**config.mk**
```make
export PLATFORM = sky130hd
export DESIGN_NAME = mc_coord_top
export DESIGN_NICKNAME = d
export VERILOG_FILES = /design/src/hw/mc_cfg_pkg.sv /design/src/hw/mc_msg_pkg.sv /design/src/hw/inter_core_comm_if.sv /design/src/hw/sync_primitives_if.sv /design/src/hw/msg_arbiter.sv /design/src/hw/msg_router.sv /design/src/hw/barrier_sync.sv /design/src/hw/core_manager.sv /design/src/hw/mc_coord_top.sv
export SDC_FILE = /design/constraint.sdc
export NUM_CORES = 1
export LEC_CHECK = 0
export ABC_AREA = 1
export ABC_CLOCK_PERIOD_IN_PS = 3100
export BUFFER_PORTS_ARGS = -buffer_cell sky130_fd_sc_hd__buf_2
export CELL_PAD_IN_SITES_DETAIL_PLACEMENT = 1
export CELL_PAD_IN_SITES_GLOBAL_PLACEMENT = 1
export CORE_MARGIN = 4
export CORE_UTILIZATION = 26
export DETAILED_ROUTE_END_ITERATION = 16
export PLACE_DENSITY = 0.89
export SYNTH_ARGS = -nofsm -noshare
export SYNTH_HDL_FRONTEND = slang
export SYNTH_SLANG_ARGS = --single-unit
export TNS_END_PERCENT = 5
```
**constraint.sdc**
```tcl
create_clock -name clk_i -period 3.1 [get_ports clk_i]
set_input_delay 0.62 -clock clk_i [delete_from_list [all_inputs] [get_ports clk_i]]
set_output_delay 0.62 -clock clk_i [all_outputs]
set_load 0.01 [all_outputs]
```
**src/hw/mc_cfg_pkg.sv**
```systemverilog
package mc_cfg_pkg;

    // ==============================
    // Cluster topology
    // ==============================

    // Cores attached to the hub
    localparam int NUM_CORES = 4;

    // Bits needed to name one core
    localparam int CORE_ID_W = $clog2(NUM_CORES);

    // Index of a single core
    typedef logic [CORE_ID_W-1:0] core_id_t;

    // One bit per core, core 0 in bit 0
    typedef logic [NUM_CORES-1:0] core_mask_t;

endpackage : mc_cfg_pkg

```
**src/hw/mc_msg_pkg.sv**
```systemverilog
package mc_msg_pkg;

    // ==============================
    // Message payload
    // ==============================

    // Width of one message word
    localparam int MSG_W = 32;

    typedef logic [MSG_W-1:0] msg_t;

    // ==============================
    // Hardware barriers
    // ==============================

    // Barriers available to software
    localparam int NUM_BARRIERS = 4;

    // Bits needed to select a barrier
    localparam int BARRIER_ID_W = $clog2(NUM_BARRIERS);

    typedef logic [BARRIER_ID_W-1:0] barrier_id_t;

endpackage : mc_msg_pkg

```
**src/hw/inter_core_comm_if.sv**
```systemverilog
`timescale 1ns/1ps

interface inter_core_comm_if
    import mc_cfg_pkg::*;
    import mc_msg_pkg::*;
();

    // ==============================
    // Send side, one slot per core
    // ==============================

    // Core offers a word
    core_mask_t                   send_valid;
    // Target core of each offered word
    core_id_t [NUM_CORES-1:0]     send_dest;
    core_id_t [NUM_CORES-1:0]     recv_source;
    msg_t     [NUM_CORES-1:0]     send_message;
    // Hub takes the word this cycle
    core_mask_t                   send_ready;

    // ==============================
    // Receive side, one slot per core
    // ==============================

    core_mask_t                   recv_valid;
    msg_t     [NUM_CORES-1:0]     recv_message;
    // Must not look at recv_valid
    core_mask_t                   recv_ready;

    // Core end of the channels
    modport core (
        output send_valid, send_dest, send_message, recv_ready,
        input  send_ready, recv_valid, recv_source, recv_message
    );

    // Hub end of the channels
    modport manager (
        input  send_valid, send_dest, send_message, recv_ready,
        output send_ready, recv_valid, recv_source, recv_message
    );

endinterface : inter_core_comm_if

```
**src/hw/sync_primitives_if.sv**
```systemverilog
`timescale 1ns/1ps

interface sync_primitives_if
    import mc_cfg_pkg::*;
    import mc_msg_pkg::*;
();

    // ==============================
    // Barrier arrival
    // ==============================

    core_mask_t                     arrive_valid;
    // Barrier each core is arriving at
    barrier_id_t [NUM_CORES-1:0]    barrier_id;
    core_mask_t                     arrive_ready;

    // ==============================
    // Barrier release
    // ==============================

    // Hub tells the core its barrier is complete
    core_mask_t                     release_valid;
    // Core acknowledges the release
    core_mask_t                     release_ready;

    modport core (
        output arrive_valid, barrier_id, release_ready,
        input  arrive_ready, release_valid
    );

    modport manager (
        input  arrive_valid, barrier_id, release_ready,
        output arrive_ready, release_valid
    );

endinterface : sync_primitives_if

```
**src/hw/msg_arbiter.sv**
```systemverilog
`timescale 1ns/1ps

module msg_arbiter
    import mc_cfg_pkg::*;
(
    input  logic       clk_i,
    input  logic       rst_ni,
    // One request bit per sending core
    input  core_mask_t requests,
    // Router saw the grant complete
    input  logic       transfer_done,
    output logic       grant_valid,
    output core_id_t   grant_id
);

    // Core with the highest priority this cycle
    core_id_t ptr_q;
    // Slot right after the current winner
    core_id_t ptr_next;

    // ==============================
    // Rotating search
    // ==============================

    // Walk from the pointer and wrap, first request wins
    always_comb begin : rr_search
        core_id_t idx;
        grant_valid = 1'b0;
        grant_id    = '0;
        for (int i = 0; i < NUM_CORES; i++) begin
            idx = core_id_t'((int'(ptr_q) + i) % NUM_CORES);
            if (!grant_valid && requests[idx]) begin
                grant_valid = 1'b1;
                grant_id    = idx;
            end
        end
    end

    assign ptr_next = core_id_t'((int'(grant_id) + 1) % NUM_CORES);

    // ==============================
    // Pointer register
    // ==============================

    // Moves only on a real transfer
    // A winner stalled by its destination keeps priority
    always_ff @(posedge clk_i or negedge rst_ni) begin
        if (!rst_ni) begin
            ptr_q <= '0;
        end else if (transfer_done) begin
            ptr_q <= ptr_next;
        end
    end

endmodule : msg_arbiter

```
**src/hw/msg_router.sv**
```systemverilog
`timescale 1ns/1ps

module msg_router
    import mc_cfg_pkg::*;
    import mc_msg_pkg::*;
(
    input  logic                      grant_valid,
    input  core_id_t                  grant_id,
    // Back to the arbiter, pointer advance
    output logic                      transfer_done,
    inter_core_comm_if.manager        comm
);

    // Destination named by the granted source
    core_id_t dest_id;
    logic     dest_ready;
    // Word held by the granted source
    msg_t     grant_message;

    assign dest_id       = comm.send_dest[grant_id];
    assign dest_ready    = comm.recv_ready[dest_id];
    assign grant_message = comm.send_message[grant_id];

    // Nothing moves while the winner's target is busy
    assign transfer_done = grant_valid & dest_ready;

    // ==============================
    // Steering
    // ==============================

    always_comb begin : steer
        // All channels idle by default
        comm.send_ready   = '0;
        comm.recv_valid   = '0;
        comm.recv_source  = '0;
        comm.recv_message = '0;

        if (transfer_done) begin
            // Source sees its handshake
            comm.send_ready[grant_id] = 1'b1;
            // Destination sees the word in the same cycle
            comm.recv_valid[dest_id]   = 1'b1;
            comm.recv_source[dest_id]  = grant_id;
            comm.recv_message[dest_id] = grant_message;
        end
    end

endmodule : msg_router

```
**src/hw/barrier_sync.sv**
```systemverilog
`timescale 1ns/1ps

module barrier_sync
    import mc_cfg_pkg::*;
    import mc_msg_pkg::*;
(
    input  logic               clk_i,
    input  logic               rst_ni,
    sync_primitives_if.manager sync
);

    // ==============================
    // Barrier state
    // ==============================

    // Cores that have arrived, per barrier
    core_mask_t [NUM_BARRIERS-1:0] arrival_q;
    core_mask_t [NUM_BARRIERS-1:0] arrival_d;
    // Cores that acknowledged release, per barrier
    core_mask_t [NUM_BARRIERS-1:0] release_q;
    core_mask_t [NUM_BARRIERS-1:0] release_d;

    // Every core arrived
    logic [NUM_BARRIERS-1:0] full;
    // Every core acknowledged
    logic [NUM_BARRIERS-1:0] all_released;

    always_comb begin : barrier_status
        for (int b = 0; b < NUM_BARRIERS; b++) begin
            full[b]         = &arrival_q[b];
            all_released[b] = &release_q[b];
        end
    end

    // ==============================
    // Arrivals
    // ==============================

    always_comb begin : arrive_accept
        barrier_id_t bid;
        sync.arrive_ready = '0;
        arrival_d         = arrival_q;

        for (int c = 0; c < NUM_CORES; c++) begin
            bid = sync.barrier_id[c];
            // Refuse repeats and refuse while the barrier is busy releasing
            if (sync.arrive_valid[c] && !arrival_q[bid][c] && !full[bid]) begin
                sync.arrive_ready[c] = 1'b1;
                arrival_d[bid][c]    = 1'b1;
            end
        end

        // Round finished, open the barrier for the next one
        for (int b = 0; b < NUM_BARRIERS; b++) begin
            if (full[b] && all_released[b]) begin
                arrival_d[b] = '0;
            end
        end
    end

    // ==============================
    // Releases
    // ==============================

    always_comb begin : release_drive
        core_mask_t pending;
        sync.release_valid = '0;
        release_d          = release_q;

        for (int b = 0; b < NUM_BARRIERS; b++) begin
            // Arrived cores still waiting for their release
            pending = (full[b] && !all_released[b]) ? (arrival_q[b] & ~release_q[b]) : '0;
            sync.release_valid = sync.release_valid | pending;
            // Record acks, each core drops out the cycle after
            release_d[b] = release_q[b] | (pending & sync.release_ready);
            if (full[b] && all_released[b]) begin
                release_d[b] = '0;
            end
        end
    end

    always_ff @(posedge clk_i or negedge rst_ni) begin
        if (!rst_ni) begin
            arrival_q <= '0;
            release_q <= '0;
        end else begin
            arrival_q <= arrival_d;
            release_q <= release_d;
        end
    end

endmodule : barrier_sync

```
**src/hw/core_manager.sv**
```systemverilog
`timescale 1ns/1ps

module core_manager
    import mc_cfg_pkg::*;
(
    input  logic               clk_i,
    input  logic               rst_ni,
    // Cores that report themselves running
    input  core_mask_t         core_active,
    // Hub view of the running cores, one cycle later
    output core_mask_t         core_ready,
    inter_core_comm_if.manager comm,
    sync_primitives_if.manager sync
);

    // ==============================
    // Message path
    // ==============================

    // Arbiter to router
    logic     grant_valid;
    core_id_t grant_id;
    // Router back to arbiter
    logic     transfer_done;

    // Send requests compete directly
    msg_arbiter u_arbiter (
        .clk_i         (clk_i),
        .rst_ni        (rst_ni),
        .requests      (comm.send_valid),
        .transfer_done (transfer_done),
        .grant_valid   (grant_valid),
        .grant_id      (grant_id)
    );

    msg_router u_router (
        .grant_valid   (grant_valid),
        .grant_id      (grant_id),
        .transfer_done (transfer_done),
        .comm          (comm)
    );

    // ==============================
    // Barriers
    // ==============================

    barrier_sync u_barrier (
        .clk_i  (clk_i),
        .rst_ni (rst_ni),
        .sync   (sync)
    );

    // ==============================
    // Core status
    // ==============================

    // Ready trails active by one clock
    always_ff @(posedge clk_i or negedge rst_ni) begin
        if (!rst_ni) begin
            core_ready <= '0;
        end else begin
            core_ready <= core_active;
        end
    end

endmodule : core_manager

```
**src/hw/mc_coord_top.sv**
```systemverilog
`timescale 1ns/1ps

module mc_coord_top
    import mc_cfg_pkg::*;
    import mc_msg_pkg::*;
(
    input  logic                               clk_i,
    input  logic                               rst_ni,

    // Core status
    input  logic [NUM_CORES-1:0]               core_active,
    output logic [NUM_CORES-1:0]               core_ready,

    // Send channels, core 0 in the low bits
    input  logic [NUM_CORES-1:0]               send_valid,
    input  logic [NUM_CORES*CORE_ID_W-1:0]     send_dest_flat,
    input  logic [NUM_CORES*MSG_W-1:0]         send_message_flat,
    output logic [NUM_CORES-1:0]               send_ready,

    // Receive channels
    output logic [NUM_CORES-1:0]               recv_valid,
    output logic [NUM_CORES*CORE_ID_W-1:0]     recv_source_flat,
    output logic [NUM_CORES*MSG_W-1:0]         recv_message_flat,
    input  logic [NUM_CORES-1:0]               recv_ready,

    // Barrier arrival
    input  logic [NUM_CORES-1:0]               arrive_valid,
    input  logic [NUM_CORES*BARRIER_ID_W-1:0]  barrier_id_flat,
    output logic [NUM_CORES-1:0]               arrive_ready,

    // Barrier release
    output logic [NUM_CORES-1:0]               release_valid,
    input  logic [NUM_CORES-1:0]               release_ready
);

    // ==============================
    // Interface instances
    // ==============================

    inter_core_comm_if comm ();
    sync_primitives_if sync ();

    // ==============================
    // Pins into the bundles
    // ==============================

    // Packed arrays keep core 0 in the low slice
    assign comm.send_valid   = send_valid;
    assign comm.send_dest    = send_dest_flat;
    assign comm.send_message = send_message_flat;
    assign comm.recv_ready   = recv_ready;

    assign sync.arrive_valid  = arrive_valid;
    assign sync.barrier_id    = barrier_id_flat;
    assign sync.release_ready = release_ready;

    // ==============================
    // Bundles back out to pins
    // ==============================

    assign send_ready        = comm.send_ready;
    assign recv_valid        = comm.recv_valid;
    assign recv_source_flat  = comm.recv_source;
    assign recv_message_flat = comm.recv_message;

    assign arrive_ready  = sync.arrive_ready;
    assign release_valid = sync.release_valid;

    // Coordination hub
    core_manager u_manager (
        .clk_i       (clk_i),
        .rst_ni      (rst_ni),
        .core_active (core_active),
        .core_ready  (core_ready),
        .comm        (comm),
        .sync        (sync)
    );

endmodule : mc_coord_top

```
==> flow_metrics.env, run 1 <==
export IMPL_dp_cells=1357
export IMPL_drc=0
export IMPL_critical_path_top_delay_family="simple AND/OR/NAND/NOR gates"
export IMPL_io_pins=322
export IMPL_crit_start="u_manager.u_arbiter.ptr_q[0]"
export IMPL_synthesis_nets=958
export IMPL_drtAntennaViolNets=0
export IMPL_synth_area_leader_cell="dfrtp_1"
export IMPL_yosysWarnings=0
export IMPL_port_buffers=321
export IMPL_cts_made_buffers=5
export IMPL_drtIter0Drc=458
export IMPL_clk_pin_slew_ns=0.06
export IMPL_layout_cells_non_filler=1414
export IMPL_seq_area_frac_synth_pct=21.4
export IMPL_fin_ws_ns=-0.589
export IMPL_fmax_mhz=271
export IMPL_finalCritPeriodShare_pct=119
export IMPL_rows=47
export IMPL_period_needed_ns=3.69
export IMPL_crit_path_frequent_cell="nand2_2"
export IMPL_holdPathStages=1
export IMPL_globalplace_congestion=0.919
export IMPL_place_hpwl_mm=21.1
export IMPL_slew_violations=0
export IMPL_area_growth_pct=79.1
export IMPL_antenna_found_initial=27
export IMPL_drt_wl_total_mm=30.0
export IMPL_yosys_cell_count_top_type="nor2_1"
export IMPL_crit_chain="clkinvlp_4 > nand2_2 > nand2_2 > nand2_4 > nand2_4 > nor2_4 > nand3_4 > nand3_4 > buf_6 > nand2_1 > nand3_1 > nand3_1 > nand2_2 > nand2_2 > nand2_4 > buf_6 > nand3_4 > buf_12 > nor2_1 > buf_2"
export IMPL_grt_pass1_wl_mm=41.7
export IMPL_core_area_sq_um=16700
export IMPL_start_util_pct=26.7
export IMPL_finalHoldViolations=0
export IMPL_avgSynthCellArea_sq_um=5.65
export IMPL_worstPathMaxFanout=18
export IMPL_drive_gt1_share_pct=51.3
export IMPL_ys_top_cells_by_area="dfrtp_1, nor2_1, nand2_1"
export IMPL_crit_path_start_kind="flop"
export IMPL_ctsHtreeMaxLevel=2
export IMPL_overflow=0
export IMPL_min_to="u_manager.core_ready[3]"
export IMPL_setup_viol_count_final=144
export IMPL_synth_flop_cell="dfrtp_1"
export IMPL_crit_buf_inv=5
export IMPL_required_ns=2.48
export IMPL_async_flop_share_pct=100
export IMPL_crit_slowest_cell="dfrtp_2"
export IMPL_wl_per_cell_um=21.2
export IMPL_tightest_slew_ns=0.848
export IMPL_setup_tns_ns=-69.21
export IMPL_synth_edff_count=0
export IMPL_min_from="core_active[3]"
export IMPL_rsz0062_at_grt="true"
export IMPL_status="finished with violations"
export IMPL_vias=7172
export IMPL_failed_checks="setup timing"
export IMPL_fp_dieH_um=139
export IMPL_worstReg2RegEnd="u_manager.u_arbiter.ptr_q[0]"
export IMPL_hold_path_class="in2reg"
export IMPL_cts_sinks=38
export IMPL_rr_startpoint="u_manager.u_arbiter.ptr_q[0]"
export IMPL_crit_type="reg2out"
export IMPL_grt_max_degree=41
export IMPL_drtPass1Iterations=7
export IMPL_final_core_util_pct=47.8
export IMPL_insertion_delay_ns=0.28
export IMPL_r2r_slack_ns=0.45
export IMPL_hold_buffers=0
export IMPL_slew_headroom_pct=43.5
export IMPL_endpoint_kind="output pin"
export IMPL_globalRouteTotalUtil_pct=27.3
export IMPL_synth_top_cell_area_share_pct=21.4
export IMPL_layout_nets=1353
export IMPL_die_x_um=139
export IMPL_synthDistinctLibCells=27
export IMPL_via_per_inst=5.07
export IMPL_die_area_sq_um=19300
export IMPL_ys_ff_latch=38
export IMPL_cpPeakStageDelay_ns=0.44
export IMPL_maxCapViolCount=0
export IMPL_syn_cell_area_sq_um=4450
export IMPL_syn_inst=788
export IMPL_place_ws_ns=-0.527
export IMPL_clockBufferDepth=2
export IMPL_finClkSkew_ns=0.00625
export IMPL_cts_tree="built"
export IMPL_synth_common_cells="nor2_1, nand2_1, inv_1"
export IMPL_clockRootBuffer="clkbuf_16"
export IMPL_cp_arrival_ns=3.07
export IMPL_reg2reg_depth=20
export IMPL_grt_pass1_vias=7137
-- metal layers --
metal / up-vias / share of wire [%] / GRT usage [%]
met5: - / 0.76 / 0
met4: 32 / 4.6 / 8.75
met3: 119 / 9.5 / 11.4
met2: 336 / 47 / 45.3
met1: 3409 / 39 / 32.0
li1: 3276 / - / -
-- final cells by class --
cell class,count,area [sq um]
antenna,10,25.0
clock buffer,6,139
clock inverter,2,12.5
fill,2307,8730
inverter,128,483
multi-input combinational,578,3160
sequential,38,952
tap,220,275
timing repair buffer,431,2930
timing repair inverter,1,7.51
-- through the flow --
step / cell area, sq um / hold slack (ns)
after floorplan: 4450 / 0.324
after global placement: 6790 / 0.526
after detailed placement: 6790 / 0.543
after CTS: 7570 / 0.438
after global routing: 7970 / 0.434
final: 7980 / 0.442
-- layout by cell type (no fill, tap or decap), types with 2 or more instances in the layout --
cell type	netlist	routed
nor3_1	12	12
nand2_1	144	104
ha_1	4	4
nor2_4	3	11
clkbuf_16	0	9
nand3_4	1	5
inv_1	122	114
o31ai_1	4	4
nand3_2	4	8
buf_2	20	319
or2_4	0	3
nor4_1	12	12
o21ai_2	1	6
nand2_4	0	11
or2_2	32	29
inv_2	6	13
dfrtp_1	38	37
nor2_1	161	125
o21ai_0	79	58
buf_6	6	20
buf_4	3	63
a21oi_1	20	20
diode_2	0	10
o211ai_1	32	32
nand3_1	36	28
nor2_2	17	45
buf_16	0	3
o21ai_1	7	23
buf_12	0	20
o22ai_1	4	4
nand2_2	5	34
clkinvlp_4	0	2
-- worst register-to-register path, stage by stage (launching register included) --
cell	delay, ns
dfrtp_2	0.44
clkinvlp_4	0.15
nand2_2	0.11
nand2_2	0.08
nand2_4	0.09
nand2_4	0.05
nor2_4	0.14
buf_4	0.13
nand3_1	0.06
nand2_1	0.11
buf_4	0.17
nand3_1	0.14
nand3_1	0.13
nand2_2	0.06
nand2_2	0.09
nand2_4	0.07
buf_6	0.12
buf_4	0.12
buf_4	0.12
nand3_1	0.08
nand2_1	0.06
-- flip-flops by register name, summed over array words and instances (netlist names) --
register                       cells
u_manager.u_barrier.arrival_q     16
u_manager.u_barrier.release_q     16
u_manager.core_ready               4
u_manager.u_arbiter.ptr_q          2
-- how the worst max path moves through the flow --
stage	end	cells after the start
finish	recv_message_flat[65]	20
global route	recv_message_flat[65]	20
CTS	recv_message_flat[71]	20
detailed placement	recv_message_flat[37]	18
global placement	recv_message_flat[60]	19
floorplan	recv_message_flat[45]	18
-- cells by family (layout without fill, tap and decap cells) --
group | after synthesis | after routing | share of synthesized area (%)
simple gates | 427 | 427 | 42.4
buf+inv | 172 | 568 | 16.3
compound gates | 147 | 147 | 18.7
flops | 38 | 38 | 21.4
fa+ha+maj | 4 | 4 | 1.12
other cells | 0 | 10 | 0
-- timing repair --
item                                   CTS  global route
endpoints found under the hold margin    0             0
cloned                                   8             7
resized for setup                       85            90
setup endpoints to repair              144           144
pin swaps                               19            46
buffers inserted                        23             4
Power of run 1 is left out: the tool's default activity adds up to more than one toggle a clock period on the data nets, which glitch-free logic cannot reach.
==> run 2, diff against run 1 <==
Settings changed: MAX_ROUTING_LAYER set to met4.
==> run 2 against run 1 <==
  * The flow still finishes with violations (setup timing)
  * Register-to-register slack got worse by 0.11 ns
  * Die area is the same
  * Utilization increased by 1.1 points
  * Fmax up 1.8%
  * Hold slack about the same
  * Worst setup slack better by 0.067 ns
  * First-iteration DRC count decreased by 21%
  * Sequential cell count unchanged
  * Count of clock-buffer cells in the layout decreased by 1
  * Global-route usage increased by 1.1 points
  * Via count down 2.0%
  * Sequential share of layout area is 0.27 points lower
  * Largest cell class unchanged
==> flow_metrics.env, run 2 (synthesis results as in run 1) <==
export IMPL_clockBufferDepth=2
export IMPL_finClkSkew_ns=0.00414
export IMPL_io_pins=322
export IMPL_setup_viol_count_final=144
export IMPL_place_hpwl_mm=21.2
export IMPL_rows=47
export IMPL_core_area_sq_um=16700
export IMPL_port_buffers=321
export IMPL_failed_checks="setup timing"
export IMPL_reg2reg_depth=23
export IMPL_rsz0062_at_grt="true"
export IMPL_endpoint_kind="output pin"
export IMPL_insertion_delay_ns=0.28
export IMPL_setup_tns_ns=-64.09
export IMPL_r2r_slack_ns=0.34
export IMPL_cp_arrival_ns=3.00
export IMPL_fin_ws_ns=-0.523
export IMPL_crit_start="u_manager.u_arbiter.ptr_q[0]"
export IMPL_required_ns=2.48
export IMPL_drive_gt1_share_pct=52.3
export IMPL_cts_made_buffers=5
export IMPL_layout_cells_non_filler=1421
export IMPL_wl_per_cell_um=20.7
export IMPL_globalplace_congestion=0.968
export IMPL_fp_dieH_um=139
export IMPL_layout_nets=1346
export IMPL_grt_max_degree=39
export IMPL_via_per_inst=4.95
export IMPL_min_to="u_manager.core_ready[1]"
export IMPL_overflow=0
export IMPL_cts_sinks=38
export IMPL_slew_violations=0
export IMPL_layout_commonest_cell="buf_2"
export IMPL_rr_startpoint="u_manager.u_arbiter.ptr_q[0]"
export IMPL_start_util_pct=26.7
export IMPL_slew_headroom_pct=41.0
export IMPL_vias=7032
export IMPL_globalRouteTotalUtil_pct=28.4
export IMPL_holdPathStages=1
export IMPL_area_growth_pct=83.3
export IMPL_cts_tree="built"
export IMPL_drtIter0Drc=363
export IMPL_worstReg2RegEnd="u_manager.u_arbiter.ptr_q[0]"
export IMPL_ctsHtreeMaxLevel=2
export IMPL_drc=0
export IMPL_status="finished with violations"
export IMPL_crit_path_start_kind="flop"
export IMPL_drt_wl_total_mm=29.5
export IMPL_final_cell_mix="buf_2, nor2_1, inv_1"
export IMPL_finalCritPeriodShare_pct=117
export IMPL_die_area_sq_um=19300
export IMPL_hold_path_class="in2reg"
export IMPL_top_regs="u_manager.u_barrier.arrival_q (16), u_manager.u_barrier.release_q (16), u_manager.core_ready (4)"
export IMPL_n_fill_cell=2279
export IMPL_finalHoldViolations=0
export IMPL_drtPass1Iterations=6
export IMPL_antenna_found_initial=25
export IMPL_worstPathMaxFanout=12
export IMPL_grt_pass1_wl_mm=42.5
export IMPL_maxCapViolCount=0
export IMPL_drtAntennaViolNets=0
export IMPL_grt_pass1_vias=7317
export IMPL_crit_type="reg2out"
export IMPL_clk_pin_slew_ns=0.06
export IMPL_tightest_slew_ns=0.885
export IMPL_clockRootBuffer="clkbuf_16"
export IMPL_period_needed_ns=3.62
export IMPL_fmax_mhz=276
export IMPL_timing_hold_ws_ns=0.442
export IMPL_die_x_um=139
export IMPL_dp_cells=1356
export IMPL_min_from="core_active[1]"
-- run 2: cell types whose count changed in the layout (fill, tap and decap cells not counted), sizes merged --
cell / before / now
bufbuf: 1 / 4
clkinv: 1 / 0
clkbuf: 10 / 9
clkinvlp: 2 / 3
diode: 10 / 24
nand3: 41 / 42
buf: 426 / 414
nand2: 149 / 150
bufinv: 0 / 1
-- run 2: layout make-up --
| cell class | count | area [sq um] | area share (%) |
|---|---|---|---|
| multi-input combinational | 580 | 3270 | 40.1 |
| timing repair buffer | 422 | 2940 | 36.0 |
| sequential | 38 | 952 | 11.7 |
| inverter | 128 | 490 | 6.01 |
| tap | 220 | 275 | 3.37 |
| clock buffer | 5 | 125 | 1.53 |
| antenna | 24 | 60.1 | 0.736 |
| clock inverter | 3 | 45.0 | 0.552 |
| timing repair inverter | 1 | 7.51 | 0.0920 |
-- run 2: worst max-delay path, cell delays in order, from the launching register on --
cell and delay, ns:
dfrtp_2 0.47, buf_12 0.17, nand2_1 0.07, nand2_2 0.07, nand2_2 0.08, nand2_2 0.06, nand2_2 0.09, nand2_2 0.08
nand2_4 0.09, nand3_4 0.16, buf_12 0.20, buf_4 0.13, buf_12 0.13, or2_2 0.27, o211ai_1 0.11, o21ai_1 0.12
buf_4 0.17, nand2_1 0.07, nor2_2 0.04, buf_2 0.13
-- run 2: through the flow --
step | util, % | instance area, sq um | setup slack [ns]
after floorplan | - | 4450 | 0.0701
after global placement | 40.5 | 6770 | -0.409
after detailed placement | 40.5 | 6770 | -0.522
after CTS | 45.9 | 7670 | -0.408
after global routing | 48.9 | 8160 | -0.686
final | 48.9 | 8160 | -0.523
-- run 2: worst max path at each step --
stage / endpoint / slack [ns]
floorplan: recv_message_flat[45] / 0.07
global placement: recv_message_flat[2] / -0.41
detailed placement: recv_message_flat[55] / -0.52
CTS: recv_message_flat[11] / -0.41
global route: recv_message_flat[115] / -0.69
finish: recv_message_flat[42] / -0.52
-- run 2: routing by layer --
layer | vias to the layer above | track usage (%) | wire length (um)
li1 | 3300 | - | -
met1 | 3347 | 31.9 | 11600
met2 | 312 | 46.5 | 14000
met3 | 73 | 12.1 | 2920
met4 | 0 | 7.78 | 961
met5 | - | - | 0
-- run 2: timing repair --
item,4_1_cts,5_1_grt
pin swaps,17,24
gates resized for setup,115,93
cloned,12,4
setup buffers,12,6
setup endpoints to repair,144,144
hold buffers,0,0
Power of run 2 is left out for the same reason.
==> run 3, diff against run 2 <==
Settings changed: PLACE_DENSITY 0.89 to 0.8.
==> run 3 against run 2 <==
  * The run still ends with setup timing left
  * Largest cell class unchanged
  * Critical path depth up 1
  * Clock skew down 0.00090 ns
  * Hold slack worse by 0.0021 ns
  * Die area unchanged
  * Register-to-register slack better by 0.26 ns
  * Final cell count down 2.3%
==> flow_metrics.env, run 3 (synthesis results as in run 1) <==
export IMPL_finalHoldViolations=0
export IMPL_routed_wl_met3_mm=2.28
export IMPL_rows=47
export IMPL_timing_hold_ws_ns=0.440
export IMPL_clk_pin_slew_ns=0.06
export IMPL_crit_type="reg2out"
export IMPL_hold_path_class="in2reg"
export IMPL_via_per_inst=4.76
export IMPL_io_pins=322
export IMPL_grt_pass1_vias=6684
export IMPL_layout_cells_non_filler=1389
export IMPL_drtPass1Iterations=5
export IMPL_drc=0
export IMPL_finClkSkew_ns=0.00324
export IMPL_clockRootBuffer="clkbuf_16"
export IMPL_globalRouteTotalUtil_pct=26.2
export IMPL_layout_area_seq_sq_um=953
export IMPL_layout_nets=1320
export IMPL_route_met2_wl_mm=12.8
export IMPL_final_cell_mix="buf_2, nor2_1, inv_1"
export IMPL_multi_input_area_sq_um=3080
export IMPL_clockBufferDepth=2
export IMPL_core_area_sq_um=16700
export IMPL_area_growth_pct=69.4
export IMPL_overflow=0
export IMPL_grt_max_degree=39
export IMPL_wl_per_cell_um=19.1
export IMPL_drt_wl_total_mm=26.5
export IMPL_crit_path_start_kind="flop"
export IMPL_maxCapViolCount=0
export IMPL_antenna_found_initial=17
export IMPL_worstPathMaxFanout=12
export IMPL_die_x_um=139
export IMPL_port_buffers=321
export IMPL_cts_made_buffers=5
export IMPL_status="finished with violations"
export IMPL_n_fill_cell=2339
export IMPL_die_area_sq_um=19300
export IMPL_reg2reg_depth=19
export IMPL_fmax_mhz=286
export IMPL_cp_arrival_ns=2.88
export IMPL_layout_commonest_cell="buf_2"
export IMPL_start_util_pct=26.7
export IMPL_globalplace_congestion=0.961
export IMPL_endpoint_kind="output pin"
export IMPL_cts_sinks=38
export IMPL_setup_viol_count_final=144
export IMPL_dp_cells=1340
export IMPL_finalCritPeriodShare_pct=113
export IMPL_ctsHtreeMaxLevel=2
export IMPL_period_needed_ns=3.50
export IMPL_fin_ws_ns=-0.398
export IMPL_insertion_delay_ns=0.28
export IMPL_grt_pass1_wl_mm=39.1
export IMPL_top_regs="u_manager.u_barrier.arrival_q (16), u_manager.u_barrier.release_q (16), u_manager.core_ready (4)"
export IMPL_drtAntennaViolNets=0
export IMPL_rsz0062_at_grt="true"
export IMPL_holdPathStages=1
export IMPL_setup_tns_ns=-45.61
export IMPL_failed_checks="setup timing"
export IMPL_drtIter0Drc=292
export IMPL_vias=6606
export IMPL_slew_headroom_pct=42.0
export IMPL_tightest_slew_ns=0.870
export IMPL_drt_met1_wl_mm=10.8
export IMPL_routed_top_layer="met4"
export IMPL_cts_tree="built"
export IMPL_drive_gt1_share_pct=46.8
export IMPL_fp_dieH_um=139
export IMPL_slew_violations=0
export IMPL_place_hpwl_mm=20.5
export IMPL_required_ns=2.48
-- run 3: cell count changes in the layout (fill, tap and decap cells not counted), moves of 10 or more --
cell,before,now
buf_4,64,44
inv_1,105,117
inv_2,19,9
nand2_1,104,114
nor2_1,128,153
nor2_2,44,23
-- run 3: path summary, 6_finish.rpt --
check | to | from | slack (ns)
max | recv_message_flat[119] | u_manager.u_arbiter.ptr_q[0] | -0.40
min | u_manager.core_ready[1] | core_active[1] | 0.44
max reg2reg | u_manager.u_arbiter.ptr_q[0] | u_manager.u_arbiter.ptr_q[0] | 0.60
min reg2reg | u_manager.u_barrier.arrival_q[0] | u_manager.u_barrier.arrival_q[0] | 0.55
max in group asynchronous | u_manager.u_arbiter.ptr_q[0] | rst_ni | 2.04
min in group asynchronous | u_manager.core_ready[3] | rst_ni | 0.45
-- run 3: through the flow --
stage	utilization [%]	setup slack [ns]	cell area, sq um
floorplan	-	0.0701	4450
global placement	39.7	-0.482	6630
detailed placement	39.7	-0.538	6630
CTS	43.1	-0.343	7200
global route	45.1	-0.616	7540
finish	45.2	-0.398	7540
-- run 3: critical path: stages (launching register included) --
cell and delay (ns):
dfrtp_2 0.46, clkinv_4 0.11, buf_6 0.15, nand2_4 0.07
nand3_2 0.08, nand2_2 0.11, nand2_2 0.10, nand2_2 0.10
nand2_1 0.08, nand2_2 0.10, nand3_1 0.11, nand3_2 0.12
nand3_1 0.09, nand2_1 0.08, nand2_2 0.06, nand2_4 0.13
nand3_4 0.10, buf_12 0.16, buf_4 0.13, nor2_1 0.09
buf_2 0.14
-- run 3: layer usage --
metal | track usage, % | up-vias
li1 | - | 3220
met3 | 8.17 | 36
met4 | 7.11 | 0
met1 | 31.5 | 3093
met5 | - | -
met2 | 42.4 | 257
-- run 3: cell type report --
class                   count  share of cell area, %
clock buffers               7                   1.89
multi-input cells         579                   40.8
inverters                 128                   6.57
well taps                 220                   3.65
repair inverters            1                 0.0498
clock inverters             1                 0.0664
diodes                     18                  0.597
repair buffers            397                   33.7
flip-flops and latches     38                   12.6
-- run 3: what timing repair did --
item,CTS,global route
gates resized for setup,79,59
endpoints found under the setup margin,144,144
gates cloned,7,2
setup buffers,9,5
hold buffers,0,0
endpoints found under the hold margin,0,0
pin swaps,12,3
Power of run 3 is left out for the same reason.
